[src/cache_pkg.sv]
/* cache geometry, data and address types, controller states and maintenance opcodes */
`default_nettype none

package cache_pkg;

	// word addressed, 32 lines of 8 words, direct mapped
	localparam int ADDR_W     = 30;
	localparam int LINE_WORDS = 8;
	localparam int OFFSET_W   = 3;
	localparam int NR_LINES   = 32;
	localparam int INDEX_W    = 5;
	localparam int TAG_W      = ADDR_W - INDEX_W - OFFSET_W;

	typedef logic [31:0]                  word_t;
	typedef logic [3:0]                   be_t;
	typedef logic [ADDR_W-1:0]            waddr_t;
	typedef logic [TAG_W-1:0]             tag_t;
	typedef logic [INDEX_W-1:0]           index_t;
	typedef logic [OFFSET_W-1:0]          offset_t;
	// word address inside the data RAM, {index, offset}
	typedef logic [INDEX_W+OFFSET_W-1:0]  ram_addr_t;

	typedef enum logic [2:0] {
		ST_IDLE,
		ST_LOOKUP,
		ST_EVICT,
		ST_FILL,
		ST_BYPASS,
		ST_MAINT,
		ST_DONE
	} cache_state_e;

	typedef enum logic [2:0] {
		MAINT_INVAL_LINE = 3'd0,
		MAINT_FLUSH_LINE = 3'd1,
		MAINT_INVAL_ALL  = 3'd2,
		MAINT_FLUSH_ALL  = 3'd3,
		MAINT_ENABLE     = 3'd4,
		MAINT_DISABLE    = 3'd5
	} maint_op_e;

endpackage

`default_nettype wire

[src/cache_ifs.sv]
/* line maintenance interface, tag store interface and data RAM interface */
`default_nettype none


// read data returns one cycle after rd_index
interface cache_tag_if
	import cache_pkg::*;
();
	index_t rd_index;
	tag_t   rd_tag;
	logic   rd_valid;
	logic   rd_dirty;
	logic   wr_en;
	index_t wr_index;
	tag_t   wr_tag;
	logic   wr_valid;
	logic   wr_dirty;

	modport ctrl (output rd_index, input rd_tag, input rd_valid, input rd_dirty,
		output wr_en, output wr_index, output wr_tag, output wr_valid, output wr_dirty);
	modport store (input rd_index, output rd_tag, output rd_valid, output rd_dirty,
		input wr_en, input wr_index, input wr_tag, input wr_valid, input wr_dirty);
endinterface


`default_nettype wire

[src/cache_tag_store.sv]
/* tag array with flop based valid and dirty bits, registered read */
`default_nettype none
`timescale 1ns/10ps

module cache_tag_store
	import cache_pkg::*;
(
	input  logic       clk,
	input  logic       arst_n,
	cache_tag_if.store tag
);

	tag_t                tag_mem [NR_LINES];
	logic [NR_LINES-1:0] valid_q;
	logic [NR_LINES-1:0] dirty_q;

	// tags need no reset, a clear valid bit hides them
	always_ff @(posedge clk) begin
		if (tag.wr_en) begin
			tag_mem[tag.wr_index] <= tag.wr_tag;
		end
		tag.rd_tag <= tag_mem[tag.rd_index];
	end

	always_ff @(posedge clk or negedge arst_n) begin
		if (!arst_n) begin
			valid_q      <= '0;
			dirty_q      <= '0;
			tag.rd_valid <= 1'b0;
			tag.rd_dirty <= 1'b0;
		end else begin
			if (tag.wr_en) begin
				valid_q[tag.wr_index] <= tag.wr_valid;
				dirty_q[tag.wr_index] <= tag.wr_dirty;
			end
			// read returns the old state on a same-cycle write
			tag.rd_valid <= valid_q[tag.rd_index];
			tag.rd_dirty <= dirty_q[tag.rd_index];
		end
	end

endmodule

`default_nettype wire

[src/flat_wrapper.sv]
// flat-port wrapper written by rule: the top's interface ports become plain ports
module cache_tag_store_flat import cache_pkg::*;
  (clk, arst_n, tag_rd_index, tag_rd_tag, tag_rd_valid, tag_rd_dirty, tag_wr_en, tag_wr_index, tag_wr_tag, tag_wr_valid, tag_wr_dirty);
  cache_tag_if tag_i ();
  input  logic clk;
  input  logic arst_n;
  input wire logic [$bits(tag_i.rd_index)-1:0] tag_rd_index;
  output wire logic [$bits(tag_i.rd_tag)-1:0] tag_rd_tag;
  output wire logic [$bits(tag_i.rd_valid)-1:0] tag_rd_valid;
  output wire logic [$bits(tag_i.rd_dirty)-1:0] tag_rd_dirty;
  input wire logic [$bits(tag_i.wr_en)-1:0] tag_wr_en;
  input wire logic [$bits(tag_i.wr_index)-1:0] tag_wr_index;
  input wire logic [$bits(tag_i.wr_tag)-1:0] tag_wr_tag;
  input wire logic [$bits(tag_i.wr_valid)-1:0] tag_wr_valid;
  input wire logic [$bits(tag_i.wr_dirty)-1:0] tag_wr_dirty;
  assign tag_i.rd_index = tag_rd_index;
  assign tag_rd_tag = tag_i.rd_tag;
  assign tag_rd_valid = tag_i.rd_valid;
  assign tag_rd_dirty = tag_i.rd_dirty;
  assign tag_i.wr_en = tag_wr_en;
  assign tag_i.wr_index = tag_wr_index;
  assign tag_i.wr_tag = tag_wr_tag;
  assign tag_i.wr_valid = tag_wr_valid;
  assign tag_i.wr_dirty = tag_wr_dirty;
  cache_tag_store u_core (.clk(clk), .arst_n(arst_n), .tag(tag_i));
endmodule
[config.mk]
export PLATFORM = sky130hd
export DESIGN_NAME = cache_tag_store_flat
export DESIGN_NICKNAME = d
export VERILOG_FILES = /design/src/cache_pkg.sv /design/src/cache_ifs.sv /design/src/cache_tag_store.sv /design/src/flat_wrapper.sv
export SDC_FILE = /design/constraint.sdc
export NUM_CORES = 1
export LEC_CHECK = 0
export ABC_AREA = 1
export BUFFER_PORTS_ARGS = -buffer_cell sky130_fd_sc_hd__buf_2
export CORE_MARGIN = 5
export CORE_UTILIZATION = 24
export CTS_CLUSTER_DIAMETER = 120
export DETAILED_ROUTE_END_ITERATION = 7
export SYNTH_ARGS = -nofsm -noshare
export SYNTH_HDL_FRONTEND = slang
export SYNTH_SLANG_ARGS = --single-unit
[constraint.sdc]
create_clock -name clk -period 2.2 [get_ports clk]
set_input_delay 0.22 -clock clk [delete_from_list [all_inputs] [get_ports clk]]
set_output_delay 0.22 -clock clk [all_outputs]
set_load 0.02 [all_outputs]
==> flow_metrics.py <==
metrics = {
    "floorplan": {
        "design.core.area_mm2": 0.134,
        "die_h_um": 377,
        "die_area_mm2": 0.142,
        "pin_count": 61,
        "start_util_pct": 24.2,
        "rows": 134,
        "die_x_um": 377,
    },
    "logic_synthesis": {
        "netlist_area_mm2": 0.0323,
        "synth_top_area_share_pct": 65.5,
        "synth.most_common_cell": "nand2_1",
        "ys_ff_latch": 792,
        "synth_fp_nets": 2868,
        "synth_edf_count": 704,
        "synthTopCellsByArea": "edfxtp_1, nand2_1, nand3_1",
        "synthCells": 2831,
        "yosys_most_used_dff": "edfxtp_1",
        "async_flop_share_pct": 8.33,
        "yosys.cell_types.count": 24,
        "yosys-top-cells-count": "nand2_1, edfxtp_1, nand3_1",
        "synth_warnings": 0,
        "ys_seq_area_share_pct": 72.0,
        "yosysTopAreaCell": "edfxtp_1",
        "avgSynthCellArea_um2": 11.4,
    },
    "clock_tree": {
        "clockRootBuffer": "clkbuf_16",
        "cts_resized": 0,
        "htreeDepth": 3,
        "cts_tree": "built",
        "numCtsBuffers": 79,
        "clk_latency_ps": 630,
        "clockBufferDepth": 3,
        "cts_sinks": 792,
        "post-cts-setup-buffer-count": 0,
        "cts.clk_slew.worst_paths_ps": 70,
    },
    "power_and_ir_drop": {
        "p_total_uw": 32600,
        "pwr-share-comb_pct": 7.6,
        "pwr-share-seq_pct": 52.4,
        "leakagePower_uw": 0.0139,
        "switching_share_pct": 23.5,
        "power.density_mw_per_mm2": 865,
        "clkPwrFrac_pct": 40.1,
        "power.internal_uw": 25000,
        "ir_worst_vdd_uv": 688,
        "switchingPower_uw": 7670,
    },
    "critical_path": {
        "path_max_fanout": 1,
        "max_stage_delay_ps": 650,
        "crit_family": "flip-flops",
        "cp-startpoint": "u_core.tag.rd_tag[8]$_DFF_P_",
        "slowest_stage": "dfxtp_1",
        "critPathArrivalTime_ps": 1550,
        "worstSetupEndpointType": "primary output",
        "critical_path_buf_inv_count": 1,
        "critPathLaunchType": "register",
        "cp.required_ps": 1980,
        "critPathKind": "register to primary output",
        "path_cells": "buf_2",
        "r2r_start": "u_core.tag_mem[8][9]$_DFFE_PP_",
    },
    "finish": {
        "synthToLayoutAreaGrowth_pct": 16.9,
        "drive_gt1_share_pct": 10.6,
        "fin_cells": 4750,
        "fillCellCount": 13500,
        "nets": 2950,
    },
    "timing": {
        "fin_hold_ws_ps": 97.9,
        "hold_violations": 0,
        "slew_headroom_pct": 38.1,
        "worst_pin_slew_ps": 928,
        "period_share_pct": 80.5,
        "rsz0062_at_grt": "no",
        "setup_tns_ps": 0,
        "max_freq_mhz": 564,
        "drv_slew": 0,
        "period_minus_slack_ps": 1770,
        "finalSetupViolCount": 0,
        "clock_skew_ps": 23.9,
        "setup_ws_ps": 428,
    },
    "place": {
        "globalplace.congestion": 0.786,
        "post-dp-hpwl_um": 52600,
        "pre_cts_ws_ps": 247,
        "io_buffers": 60,
        "numPlacedInstances": 4599,
    },
    "detailed_routing": {
        "drc": 0,
        "viasPerCell": 4.53,
        "drt-initial-drc-count": 2396,
        "finalWirelength_um": 91500,
        "ant_nets": 0,
        "first_pass_iters": 5,
        "dr_total_vias": 21500,
        "avgRoutedWirePerCell_um": 19.3,
    },
    "global_route": {
        "grt_pass1_vias": 20600,
        "grt_antenna_before_repair": 12,
        "grt_overflow": 0,
        "grt_max_degree": 91,
        "grt_first_pass_wirelength_um": 135000,
        "track_usage_pct": 12.6,
    },
    "run_status": {
        "status": "complete, no violations",
    },
    "flow_run": {
        "maxCapViolations": 0,
    },
    "min_path": {
        "worstHoldStart": "tag_wr_tag[0]",
        "hold_class": "input pin to register",
    },
}
stage by stage:
stage                     area, um2  util, %
after floorplan               32300        -
after CTS                     37700     28.2
after detailed placement      35200     26.4
after global placement        35200     26.4
after global routing          37700     28.2
final                         37700     28.2
state kept, by name (all words and copies together) (netlist names):
signal               flops
u_core.dirty_q          32
u_core.tag.rd_dirty      1
u_core.tag.rd_tag       22
u_core.tag.rd_valid      1
u_core.tag_mem         704
u_core.valid_q          32
final timing paths:
check,endpoint,slack (ps),cells past startpoint
setup / recovery,tag_rd_tag[8],430,1
hold / removal,u_core.tag_mem[30][0]$_DFFE_PP_,100,1
setup reg to reg,u_core.tag.rd_tag[9]$_DFF_P_,760,8
hold reg to reg,u_core.dirty_q[11]$_DFFE_PN0P_,490,2
max in group asynchronous,u_core.dirty_q[2]$_DFFE_PN0P_,1660,3
min in group asynchronous,u_core.tag.rd_valid$_DFF_PN0_,130,3
logic make-up (layout without fill, tap and decap cells):
logic type             after synthesis  count (layout)  share of synthesized area [%]
and+or+nand+nor                   1764            1764                           23.2
DFF                                792             792                           72.0
buffers and inverters              211             359                           3.88
AOI/OAI and AO/OA                   64              64                          0.992
other                                0               3                              0
routing by layer:
layer	part of all wire (%)	vias to the layer above	global-route usage [%]
met5	0.0077	-	0
met4	2.1	2	3.05
met3	9.8	137	3.75
met2	44	886	18.9
met1	44	10500	17.8
li1	-	9953	-
layout make-up:
type                            count  area (um2)  area share [%]
Antenna cell                        3        7.51          0.0199
Clock buffer                      106        2160            5.73
Clock inverter                     41         308           0.816
Inverter                           42         178           0.471
Multi-Input combinational cell   1828        7810            20.7
Sequential cell                   792       23200            61.6
Tap cell                         1768        2210            5.86
Timing Repair Buffer              170        1820            4.83
cells in the final DEF, fill, tap and decap left out, types with 22 or more instances in the layout:
cell type	netlist	final
a21oi_1	26	26
buf_12	1	54
nand2_1	1133	1133
dfrtp_1	66	66
dfxtp_1	22	22
buf_4	21	56
inv_1	30	28
nand3_1	576	576
buf_2	83	57
edfxtp_1	704	704
nor2_1	28	26
clkbuf_16	0	81
timing repair:
item,4_1_cts,5_1_grt
endpoints found under the hold margin,66,0
hold buffers,1,0
endpoints found under the setup margin,0,0
power by group through the flow:
stage | Combinational [uW] | Clock [uW] | Sequential (uW)
final | 2470 | 13100 | 17100
after global routing | 2740 | 14000 | 17100
after CTS | 2480 | 13300 | 17100
after detailed placement | 2470 | 0 | 17400
after global placement | 2430 | 0 | 17400
after floorplan | 1440 | 0 | 17400
No activity file was read; power rests on OpenSTA's default activity.
