<file path="config.mk">
export PLATFORM = sky130hd
export DESIGN_NAME = cache_way_ctrl_flat
export DESIGN_NICKNAME = d
export VERILOG_FILES = /design/src/cache_pkg.sv /design/src/cache_ifs.sv /design/src/cache_way_ctrl.sv /design/src/flat_wrapper.sv
export SDC_FILE = /design/constraint.sdc
export NUM_CORES = 1
export LEC_CHECK = 0
export ABC_AREA = 1
export BUFFER_PORTS_ARGS = -buffer_cell sky130_fd_sc_hd__buf_2
export CORE_MARGIN = 3
export CORE_UTILIZATION = 35
export CTS_BUF_LIST = sky130_fd_sc_hd__clkbuf_8
export DETAILED_ROUTE_END_ITERATION = 12
export GPL_TIMING_DRIVEN = 0
export PLACE_DENSITY = 0.59
export SETUP_SLACK_MARGIN = 0.2
export SYNTH_ARGS = -nofsm -noshare
export SYNTH_HDL_FRONTEND = slang
export SYNTH_SLANG_ARGS = --single-unit
</file>
<file path="constraint.sdc">
create_clock -name clk -period 4.76 [get_ports clk]
set_input_delay 0.952 -clock clk [delete_from_list [all_inputs] [get_ports clk]]
set_output_delay 0.952 -clock clk [all_outputs]
set_load 0.02 [all_outputs]
</file>
<file path="src/cache_pkg.sv">
/* cache geometry, data and address types, controller states and maintenance opcodes */
`default_nettype none

package cache_pkg;

	// word addressed, 32 lines of 8 words, direct mapped
	localparam int ADDR_W     = 30;
	localparam int LINE_WORDS = 8;
	localparam int OFFSET_W   = 3;
	localparam int NR_LINES   = 32;
	localparam int INDEX_W    = 5;
	localparam int TAG_W      = ADDR_W - INDEX_W - OFFSET_W;

	typedef logic [31:0]                  word_t;
	typedef logic [3:0]                   be_t;
	typedef logic [ADDR_W-1:0]            waddr_t;
	typedef logic [TAG_W-1:0]             tag_t;
	typedef logic [INDEX_W-1:0]           index_t;
	typedef logic [OFFSET_W-1:0]          offset_t;
	// word address inside the data RAM, {index, offset}
	typedef logic [INDEX_W+OFFSET_W-1:0]  ram_addr_t;

	typedef enum logic [2:0] {
		ST_IDLE,
		ST_LOOKUP,
		ST_EVICT,
		ST_FILL,
		ST_BYPASS,
		ST_MAINT,
		ST_DONE
	} cache_state_e;

	typedef enum logic [2:0] {
		MAINT_INVAL_LINE = 3'd0,
		MAINT_FLUSH_LINE = 3'd1,
		MAINT_INVAL_ALL  = 3'd2,
		MAINT_FLUSH_ALL  = 3'd3,
		MAINT_ENABLE     = 3'd4,
		MAINT_DISABLE    = 3'd5
	} maint_op_e;

endpackage

`default_nettype wire

</file>
<file path="src/cache_ifs.sv">
/* line maintenance interface, tag store interface and data RAM interface */
`default_nettype none
`timescale 1ns/10ps

// four-phase line request from the maintenance block, plus the enable level
interface cache_line_op_if
	import cache_pkg::*;
();
	logic   op_req;
	logic   op_flush;
	index_t op_index;
	logic   enabled;
	logic   op_ack;

	modport regs (output op_req, output op_flush, output op_index, output enabled,
		input op_ack);
	modport ctrl (input op_req, input op_flush, input op_index, input enabled,
		output op_ack);
endinterface

// read data returns one cycle after rd_index
interface cache_tag_if
	import cache_pkg::*;
();
	index_t rd_index;
	tag_t   rd_tag;
	logic   rd_valid;
	logic   rd_dirty;
	logic   wr_en;
	index_t wr_index;
	tag_t   wr_tag;
	logic   wr_valid;
	logic   wr_dirty;

	modport ctrl (output rd_index, input rd_tag, input rd_valid, input rd_dirty,
		output wr_en, output wr_index, output wr_tag, output wr_valid, output wr_dirty);
	modport store (input rd_index, output rd_tag, output rd_valid, output rd_dirty,
		input wr_en, input wr_index, input wr_tag, input wr_valid, input wr_dirty);
endinterface

interface cache_data_if
	import cache_pkg::*;
();
	ram_addr_t rd_addr;
	word_t     rd_data;
	logic      wr_en;
	ram_addr_t wr_addr;
	word_t     wr_data;
	be_t       wr_be;

	modport ctrl (output rd_addr, input rd_data, output wr_en, output wr_addr,
		output wr_data, output wr_be);
	modport ram (input rd_addr, output rd_data, input wr_en, input wr_addr,
		input wr_data, input wr_be);
endinterface

`default_nettype wire

</file>
<file path="src/cache_way_ctrl.sv">
/* cache way controller: lookup, write-back, line fill, bypass and line maintenance */
`default_nettype none
`timescale 1ns/10ps

module cache_way_ctrl
	import cache_pkg::*;
(
	input  logic          clk,
	input  logic          arst_n,
	input  logic          cpu_req,
	input  logic          cpu_we,
	input  waddr_t        cpu_addr,
	input  word_t         cpu_wdata,
	input  be_t           cpu_be,
	output word_t         cpu_rdata,
	output logic          cpu_ack,
	output logic          mem_req,
	output logic          mem_we,
	output waddr_t        mem_addr,
	output word_t         mem_wdata,
	output be_t           mem_be,
	input  word_t         mem_rdata,
	input  logic          mem_ack,
	cache_line_op_if.ctrl line,
	cache_tag_if.ctrl     tag,
	cache_data_if.ctrl    data
);

	cache_state_e state;

	waddr_t  lat_addr;
	logic    lat_we;
	word_t   lat_wdata;
	be_t     lat_be;
	logic    lat_flush;
	logic    lat_maint;
	offset_t cnt;
	logic    lk_cmp;
	logic    mem_arm;
	logic    mem_rel;
	logic    op_ack_q;

	tag_t    lat_tag;
	index_t  lat_index;
	offset_t lat_offset;
	logic    hit;
	logic    victim_dirty;
	logic    last_word;
	logic    mem_take;
	logic    word_done;

	assign lat_tag    = lat_addr[ADDR_W-1 -: TAG_W];
	assign lat_index  = lat_addr[OFFSET_W +: INDEX_W];
	assign lat_offset = lat_addr[OFFSET_W-1:0];

	assign hit          = tag.rd_valid && (tag.rd_tag == lat_tag);
	assign victim_dirty = tag.rd_valid && tag.rd_dirty;
	assign last_word    = (cnt == offset_t'(LINE_WORDS - 1));
	assign mem_take     = mem_req && mem_ack;
	// memory handshake closed once ack is back low
	assign word_done    = mem_rel && !mem_ack;

	assign line.op_ack  = op_ack_q;
	assign tag.rd_index = lat_index;
	assign data.rd_addr = {lat_index, (state == ST_LOOKUP) ? lat_offset : cnt};

	// store writes for a write hit, the last fill word and invalidation
	always_comb begin
		tag.wr_en     = 1'b0;
		tag.wr_index  = lat_index;
		tag.wr_tag    = lat_tag;
		tag.wr_valid  = 1'b1;
		tag.wr_dirty  = 1'b0;
		data.wr_en    = 1'b0;
		data.wr_addr  = {lat_index, cnt};
		data.wr_data  = mem_rdata;
		data.wr_be    = '1;
		case (state)
		ST_LOOKUP: begin
			if (lk_cmp && hit && lat_we) begin
				tag.wr_en    = 1'b1;
				tag.wr_dirty = 1'b1;
				data.wr_en   = 1'b1;
				data.wr_addr = {lat_index, lat_offset};
				data.wr_data = lat_wdata;
				data.wr_be   = lat_be;
			end
		end
		ST_FILL: begin
			data.wr_en = mem_take;
			tag.wr_en  = mem_take && last_word;
		end
		ST_EVICT: begin
			if (word_done && last_word && lat_maint) begin
				tag.wr_en    = 1'b1;
				tag.wr_tag   = tag.rd_tag;
				tag.wr_valid = 1'b0;
			end
		end
		ST_MAINT: begin
			if (lk_cmp && !(lat_flush && victim_dirty)) begin
				tag.wr_en    = 1'b1;
				tag.wr_tag   = tag.rd_tag;
				tag.wr_valid = 1'b0;
			end
		end
		default: ;
		endcase
	end

	always_ff @(posedge clk or negedge arst_n) begin
		if (!arst_n) begin
			state     <= ST_IDLE;
			lat_maint <= 1'b0;
			lk_cmp    <= 1'b0;
			cnt       <= '0;
			mem_req   <= 1'b0;
			mem_arm   <= 1'b0;
			mem_rel   <= 1'b0;
			cpu_ack   <= 1'b0;
			op_ack_q  <= 1'b0;
		end else begin
			case (state)
			ST_IDLE: begin
				// cpu wins over a pending maintenance request
				if (cpu_req) begin
					lat_maint <= 1'b0;
					state     <= line.enabled ? ST_LOOKUP : ST_BYPASS;
				end else if (line.op_req) begin
					lat_maint <= 1'b1;
					state     <= ST_MAINT;
				end
			end
			ST_LOOKUP: begin
				// first cycle addresses the stores and the second compares
				lk_cmp <= !lk_cmp;
				if (lk_cmp) begin
					if (hit) begin
						cpu_ack <= 1'b1;
						state   <= ST_DONE;
					end else if (lat_we) begin
						state <= ST_BYPASS;
					end else if (victim_dirty) begin
						state <= ST_EVICT;
					end else begin
						state <= ST_FILL;
					end
				end
			end
			ST_MAINT: begin
				lk_cmp <= !lk_cmp;
				if (lk_cmp) begin
					if (lat_flush && victim_dirty) begin
						state <= ST_EVICT;
					end else begin
						op_ack_q <= 1'b1;
						state    <= ST_DONE;
					end
				end
			end
			ST_EVICT, ST_FILL, ST_BYPASS: begin
				// one word per handshake with an arm cycle for the RAM read
				if (mem_req) begin
					if (mem_ack) begin
						mem_req <= 1'b0;
						mem_rel <= 1'b1;
					end
				end else if (mem_rel) begin
					if (!mem_ack) begin
						mem_rel <= 1'b0;
					end
				end else if (mem_arm) begin
					mem_arm <= 1'b0;
					mem_req <= 1'b1;
				end else begin
					mem_arm <= 1'b1;
				end

				if (word_done) begin
					if (state == ST_BYPASS) begin
						cpu_ack <= 1'b1;
						state   <= ST_DONE;
					end else if (!last_word) begin
						cnt <= cnt + 1'b1;
					end else begin
						cnt <= '0;
						if (state == ST_FILL) begin
							cpu_ack <= 1'b1;
							state   <= ST_DONE;
						end else if (lat_maint) begin
							op_ack_q <= 1'b1;
							state    <= ST_DONE;
						end else begin
							state <= ST_FILL;
						end
					end
				end
			end
			ST_DONE: begin
				if (lat_maint ? !line.op_req : !cpu_req) begin
					cpu_ack  <= 1'b0;
					op_ack_q <= 1'b0;
					state    <= ST_IDLE;
				end
			end
			default: state <= ST_IDLE;
			endcase
		end
	end

	// request payload and memory word registers
	always_ff @(posedge clk) begin
		if (state == ST_IDLE) begin
			if (cpu_req) begin
				lat_addr  <= cpu_addr;
				lat_we    <= cpu_we;
				lat_wdata <= cpu_wdata;
				lat_be    <= cpu_be;
			end else if (line.op_req) begin
				lat_addr  <= {{TAG_W{1'b0}}, line.op_index, {OFFSET_W{1'b0}}};
				lat_flush <= line.op_flush;
			end
		end

		if (mem_arm) begin
			mem_we    <= 1'b0;
			mem_wdata <= data.rd_data;
			mem_be    <= '1;
			case (state)
			ST_EVICT: begin
				mem_we   <= 1'b1;
				mem_addr <= {tag.rd_tag, lat_index, cnt};
			end
			ST_FILL: mem_addr <= {lat_tag, lat_index, cnt};
			default: begin
				mem_we    <= lat_we;
				mem_addr  <= lat_addr;
				mem_wdata <= lat_wdata;
				if (lat_we) begin
					mem_be <= lat_be;
				end
			end
			endcase
		end

		if (state == ST_LOOKUP && lk_cmp && hit) begin
			cpu_rdata <= data.rd_data;
		end else if (mem_take && state == ST_BYPASS) begin
			cpu_rdata <= mem_rdata;
		end else if (mem_take && state == ST_FILL && cnt == lat_offset) begin
			cpu_rdata <= mem_rdata;
		end
	end

	a_mem_hold: assert property (@(posedge clk) disable iff (!arst_n)
		mem_req && !mem_ack |=> mem_req && $stable(mem_addr));

	a_cpu_ack_req: assert property (@(posedge clk) disable iff (!arst_n)
		$rose(cpu_ack) |-> $past(cpu_req));

endmodule

`default_nettype wire

</file>
<file path="src/flat_wrapper.sv">
// flat-port wrapper written by rule: the top's interface ports become plain ports
module cache_way_ctrl_flat import cache_pkg::*;
  (clk, arst_n, cpu_req, cpu_we, cpu_addr, cpu_wdata, cpu_be, cpu_rdata, cpu_ack, mem_req, mem_we, mem_addr, mem_wdata, mem_be, mem_rdata, mem_ack, line_op_req, line_op_flush, line_op_index, line_enabled, line_op_ack, tag_rd_index, tag_rd_tag, tag_rd_valid, tag_rd_dirty, tag_wr_en, tag_wr_index, tag_wr_tag, tag_wr_valid, tag_wr_dirty, data_rd_addr, data_rd_data, data_wr_en, data_wr_addr, data_wr_data, data_wr_be);
  cache_line_op_if line_i ();
  cache_tag_if tag_i ();
  cache_data_if data_i ();
  input  logic clk;
  input  logic arst_n;
  input  logic cpu_req;
  input  logic cpu_we;
  input  waddr_t cpu_addr;
  input  word_t cpu_wdata;
  input  be_t cpu_be;
  output word_t cpu_rdata;
  output logic cpu_ack;
  output logic mem_req;
  output logic mem_we;
  output waddr_t mem_addr;
  output word_t mem_wdata;
  output be_t mem_be;
  input  word_t mem_rdata;
  input  logic mem_ack;
  input wire logic [$bits(line_i.op_req)-1:0] line_op_req;
  input wire logic [$bits(line_i.op_flush)-1:0] line_op_flush;
  input wire logic [$bits(line_i.op_index)-1:0] line_op_index;
  input wire logic [$bits(line_i.enabled)-1:0] line_enabled;
  output wire logic [$bits(line_i.op_ack)-1:0] line_op_ack;
  output wire logic [$bits(tag_i.rd_index)-1:0] tag_rd_index;
  input wire logic [$bits(tag_i.rd_tag)-1:0] tag_rd_tag;
  input wire logic [$bits(tag_i.rd_valid)-1:0] tag_rd_valid;
  input wire logic [$bits(tag_i.rd_dirty)-1:0] tag_rd_dirty;
  output wire logic [$bits(tag_i.wr_en)-1:0] tag_wr_en;
  output wire logic [$bits(tag_i.wr_index)-1:0] tag_wr_index;
  output wire logic [$bits(tag_i.wr_tag)-1:0] tag_wr_tag;
  output wire logic [$bits(tag_i.wr_valid)-1:0] tag_wr_valid;
  output wire logic [$bits(tag_i.wr_dirty)-1:0] tag_wr_dirty;
  output wire logic [$bits(data_i.rd_addr)-1:0] data_rd_addr;
  input wire logic [$bits(data_i.rd_data)-1:0] data_rd_data;
  output wire logic [$bits(data_i.wr_en)-1:0] data_wr_en;
  output wire logic [$bits(data_i.wr_addr)-1:0] data_wr_addr;
  output wire logic [$bits(data_i.wr_data)-1:0] data_wr_data;
  output wire logic [$bits(data_i.wr_be)-1:0] data_wr_be;
  assign line_i.op_req = line_op_req;
  assign line_i.op_flush = line_op_flush;
  assign line_i.op_index = line_op_index;
  assign line_i.enabled = line_enabled;
  assign line_op_ack = line_i.op_ack;
  assign tag_rd_index = tag_i.rd_index;
  assign tag_i.rd_tag = tag_rd_tag;
  assign tag_i.rd_valid = tag_rd_valid;
  assign tag_i.rd_dirty = tag_rd_dirty;
  assign tag_wr_en = tag_i.wr_en;
  assign tag_wr_index = tag_i.wr_index;
  assign tag_wr_tag = tag_i.wr_tag;
  assign tag_wr_valid = tag_i.wr_valid;
  assign tag_wr_dirty = tag_i.wr_dirty;
  assign data_rd_addr = data_i.rd_addr;
  assign data_i.rd_data = data_rd_data;
  assign data_wr_en = data_i.wr_en;
  assign data_wr_addr = data_i.wr_addr;
  assign data_wr_data = data_i.wr_data;
  assign data_wr_be = data_i.wr_be;
  cache_way_ctrl u_core (.clk(clk), .arst_n(arst_n), .cpu_req(cpu_req), .cpu_we(cpu_we), .cpu_addr(cpu_addr), .cpu_wdata(cpu_wdata), .cpu_be(cpu_be), .cpu_rdata(cpu_rdata), .cpu_ack(cpu_ack), .mem_req(mem_req), .mem_we(mem_we), .mem_addr(mem_addr), .mem_wdata(mem_wdata), .mem_be(mem_be), .mem_rdata(mem_rdata), .mem_ack(mem_ack), .line(line_i), .tag(tag_i), .data(data_i));
endmodule
</file>
==> results.rst <==
.. list-table::
   :header-rows: 1

   * - Metric
     - Value
   * - Final period demand of the worst path
     - 3800 ps
   * - Area of all placed cells without fillers
     - 0.0117 mm2
   * - Achievable Freq
     - 263 MHz
   * - Run status
     - completed
   * - 1st-iter DRT viols
     - 704
   * - Post-layout nets
     - 1,482
   * - Antenna-violating nets left
     - 0
   * - Aggregate global-route resource usage
     - 20.0%
   * - Highest net fanout along the worst path
     - 10
   * - Global route total overflow
     - 0
   * - Avg Cell Area, Syn
     - 9.54 um2
   * - Area growth, synth to finish
     - 30.8%
   * - Half-perimeter wire length after detailed placement
     - 22,000 um
   * - Count of endpoints failing setup in the final report
     - 0
   * - Data required time at the worst endpoint
     - 3810 ps
   * - Met1 global-route usage
     - 24.7%
   * - Share of the clock period used by the worst path
     - 79.9%
   * - Clock latency reported for the late side of the worst-skew pair
     - 480 ps
   * - Sink Count
     - 180
   * - Wire length of the first global-routing pass
     - 42,500 um
   * - Standard cell core area
     - 0.0247 mm2
   * - Final Max Tran Viols
     - 0
   * - Setup skew after layout
     - 24.7 ps
   * - Number of warnings reported in the yosys synthesis log
     - 0
   * - Leakage component of the power
     - 5.75 nW
   * - Post-synthesis cell count
     - 935
   * - Slew margin rel.
     - 55.0%
   * - Routed WL per cell
     - 17.1 um
   * - Worst Setup Start Kind
     - primary input
   * - Internal portion of total power
     - 3.79 mW
   * - Hold crit path type
     - in2async
   * - Setup slack at placement
     - 968 ps
   * - Starting density of the core
     - 36.2%
   * - Critical path class
     - in2out
   * - Vias after detailed routing
     - 7,599
   * - Endpoint kind of the worst setup timing path
     - output port
   * - Overall die width
     - 166 um
   * - Relative contribution of sequential cells to total power
     - 40.2%
   * - Post-synthesis net count
     - 1,104
   * - Net switching fraction of the power
     - 44.3%
   * - Count of final hold-check violations
     - 0
   * - Root cell of the clock tree
     - sky130_fd_sc_hd__clkbuf_8
   * - Part of the power in the clock network
     - 16.8%
   * - Flip-flop and latch count after synthesis
     - 180
   * - Most frequent standard cell in the layout excluding fill and tap cells
     - sky130_fd_sc_hd__buf_2
   * - Via-per-instance ratio
     - 4.60
   * - Slew at the pin with the worst max-slew slack
     - 675 ps
   * - Met3 Resource Use GR
     - 3.91%
   * - Clock tree buffer depth
     - 2
   * - Final weighted congestion in routability-driven placement
     - 0.870
   * - Total Wirelength
     - 28,200 um
   * - Die Ht
     - 166 um
   * - Syn Std Cell Area
     - 0.00892 mm2
   * - Layout cells sized above 1
     - 38.5%
   * - Final standard cell utilization of the core
     - 47.3%
   * - Post-CTS Hold Fix Bufs
     - 0
   * - Highest-count cells in the layout ignoring fill and taps
     - sky130_fd_sc_hd__buf_2, sky130_fd_sc_hd__nand2_1, sky130_fd_sc_hd__edfxtp_1, sky130_fd_sc_hd__inv_1, sky130_fd_sc_hd__o21ai_0
   * - Setup WS post-layout
     - 958 ps
   * - Largest net degree at the start of global routing
     - 37
   * - Resized cells post-CTS
     - 0
   * - Grt met2 use
     - 34.1%
   * - Count of maximum capacitance violations
     - 0
   * - Clock tree from TritonCTS
     - done
   * - Initial antenna violation count
     - 1
   * - Sequential cell area in the final layout
     - 0.00534 mm2
   * - Boundary Pins
     - 357
   * - Arrival time at the worst endpoint
     - 2850 ps
   * - Power dissipated by switching net loads
     - 3.00 mW
   * - Maximum vdd ir drop
     - 0.362 mV
   * - Number of post-CTS setup repair buffers
     - 0
   * - Clock transition at the registers of the reported paths
     - 110 ps
   * - Multi-input gate area
     - 0.00262 mm2
   * - Port-buffer cells
     - 355
   * - Number of clock buffers inserted by TritonCTS
     - 17
   * - Fill cell count
     - 2,438
   * - Gate power share
     - 42.9%
   * - Post-synth cell types
     - 30
   * - DRC
     - 0
   * - Detailed-routing iteration count for the pre-antenna-repair pass
     - 6
   * - Die Area
     - 0.0274 mm2
   * - Via count of the first global-routing pass
     - 7,305
   * - Cell area power density
     - 582 mW/mm2
   * - Busiest grt layer
     - met2
   * - Placement row count
     - 57
   * - RSZ-0062 raised after global routing
     - no
   * - H-Tree Depth
     - 4
   * - Portion of the post-synthesis area used by sequential elements
     - 59.8%
   * - DP Area
     - 0.0112 mm2
power groups by stage:
stage          Clock [mW]  Combinational, mW  Sequential (mW)
2_1_floorplan           0               1.34             3.19
3_3_place_gp            0               2.77             2.87
3_5_place_dp            0               2.94             2.77
4_1_cts              1.17               2.95             2.73
5_1_grt              1.25               3.16             2.80
6_report             1.14               2.92             2.73
layer usage:
metal | share of wire (%) | vias up
li1 | - | 3745
met1 | 41 | 3481
met2 | 49 | 326
met3 | 6.9 | 47
met4 | 3.7 | 0
met5 | 0 | -
final timing paths:
path / start / end / slack (ps) / cells past startpoint
max: tag_rd_tag[16] / tag_wr_en / 960 / 12
min: arst_n / u_core.state[1]$_DFFE_PN0P_ / 360 / 1
max reg2reg: u_core.lat_addr[24]$_SDFFCE_PN0P_ / u_core.cpu_rdata[6]$_DFFE_PP_ / 1950 / 12
min reg2reg: u_core.line.op_ack$_DFFE_PN0P_ / u_core.line.op_ack$_DFFE_PN0P_ / 480 / 2
max in group asynchronous: arst_n / u_core.mem_arm$_DFFE_PN0P_ / 4130 / 1
min in group clk: u_core.line.op_ack$_DFFE_PN0P_ / u_core.line.op_ack$_DFFE_PN0P_ / 480 / 2
critical path, cell delays in order:
cell and delay (ps):
sky130_fd_sc_hd__buf_2 120, sky130_fd_sc_hd__nand2_1 100, sky130_fd_sc_hd__nand2_1 60, sky130_fd_sc_hd__nor2_1 140, sky130_fd_sc_hd__nand2_1 70, sky130_fd_sc_hd__nor2_1 130
sky130_fd_sc_hd__nand3_1 230, sky130_fd_sc_hd__inv_1 200, sky130_fd_sc_hd__nand3_4 210, sky130_fd_sc_hd__buf_6 240, sky130_fd_sc_hd__o211ai_1 150, sky130_fd_sc_hd__buf_2 220
sequential cells by signal, summed over array words and instances (netlist names), 3 cells and up:
register	count
u_core.state	3
u_core.mem_addr	30
u_core.mem_wdata	32
u_core.cnt	3
u_core.cpu_rdata	32
u_core.lat_addr	30
u_core.mem_be	4
u_core.lat_be	4
u_core.lat_wdata	32
cells in the mapped netlist:
cell | instances | share of area, %
sky130_fd_sc_hd__nand2_1 | 300 | 13
sky130_fd_sc_hd__edfxtp_1 | 167 | 56
sky130_fd_sc_hd__inv_1 | 156 | 6.6
sky130_fd_sc_hd__o21ai_0 | 68 | 3.8
sky130_fd_sc_hd__o21ai_2 | 58 | 5.7
sky130_fd_sc_hd__o21ai_1 | 34 | 1.9
sky130_fd_sc_hd__nor2_1 | 32 | 1.3
sky130_fd_sc_hd__buf_4 | 20 | 1.7
sky130_fd_sc_hd__clkbuf_1 | 15 | 0.63
sky130_fd_sc_hd__buf_6 | 13 | 1.6
sky130_fd_sc_hd__dfrtp_1 | 13 | 3.6
sky130_fd_sc_hd__nand3_1 | 11 | 0.62
sky130_fd_sc_hd__inv_2 | 9 | 0.38
sky130_fd_sc_hd__a21oi_1 | 6 | 0.34
sky130_fd_sc_hd__buf_2 | 5 | 0.28
sky130_fd_sc_hd__xnor2_1 | 5 | 0.49
sky130_fd_sc_hd__nor2_2 | 4 | 0.28
sky130_fd_sc_hd__nor2_4 | 4 | 0.50
sky130_fd_sc_hd__nor3_1 | 3 | 0.17
sky130_fd_sc_hd__ha_1 | 2 | 0.28
sky130_fd_sc_hd__a22oi_1 | 1 | 0.084
sky130_fd_sc_hd__buf_1 | 1 | 0.042
sky130_fd_sc_hd__clkinv_1 | 1 | 0.042
sky130_fd_sc_hd__nand2_2 | 1 | 0.070
sky130_fd_sc_hd__nand3_4 | 1 | 0.20
sky130_fd_sc_hd__nand4_2 | 1 | 0.14
sky130_fd_sc_hd__o2111ai_1 | 1 | 0.098
sky130_fd_sc_hd__o211ai_1 | 1 | 0.084
sky130_fd_sc_hd__o221ai_1 | 1 | 0.098
sky130_fd_sc_hd__o22ai_1 | 1 | 0.070
area by class of cell:
| class | count | area share, % |
|---|---|---|
| plain buffers | 54 | 3.27 |
| well taps | 324 | 3.47 |
| inverters | 166 | 5.34 |
| flip-flops and latches | 180 | 45.8 |
| repair buffers | 359 | 16.0 |
| multi-input cells | 535 | 22.4 |
| diodes | 1 | 0.0214 |
| clock inverters | 15 | 1.73 |
| clock buffers | 17 | 2.00 |
through the flow:
step           instances  power (mW)  setup TNS, ps  hold slack, ps
3_5_place_dp        1618        5.71              0             455
6_report            1651        6.79              0             357
3_3_place_gp        1614        5.65         -21120             454
5_1_grt             1651        7.21              0             336
4_1_cts             1650        6.86              0             331
2_1_floorplan        935        4.53              0             464
cell families (layout without fill, tap and decap cells):
group / Yosys count / count (layout) / synth area share, %
adder cells (fa/ha/maj): 2 / 2 / 0.280
AO/OA/AOI/OAI: 171 / 171 / 12.2
other: 0 / 1 / 0
AND/OR/NAND/NOR: 357 / 357 / 15.9
XOR/XNOR: 5 / 5 / 0.491
buffers and inverters: 220 / 611 / 11.3
flip-flops: 180 / 180 / 59.8
Note: power is estimated with default switching activity, not from simulation.
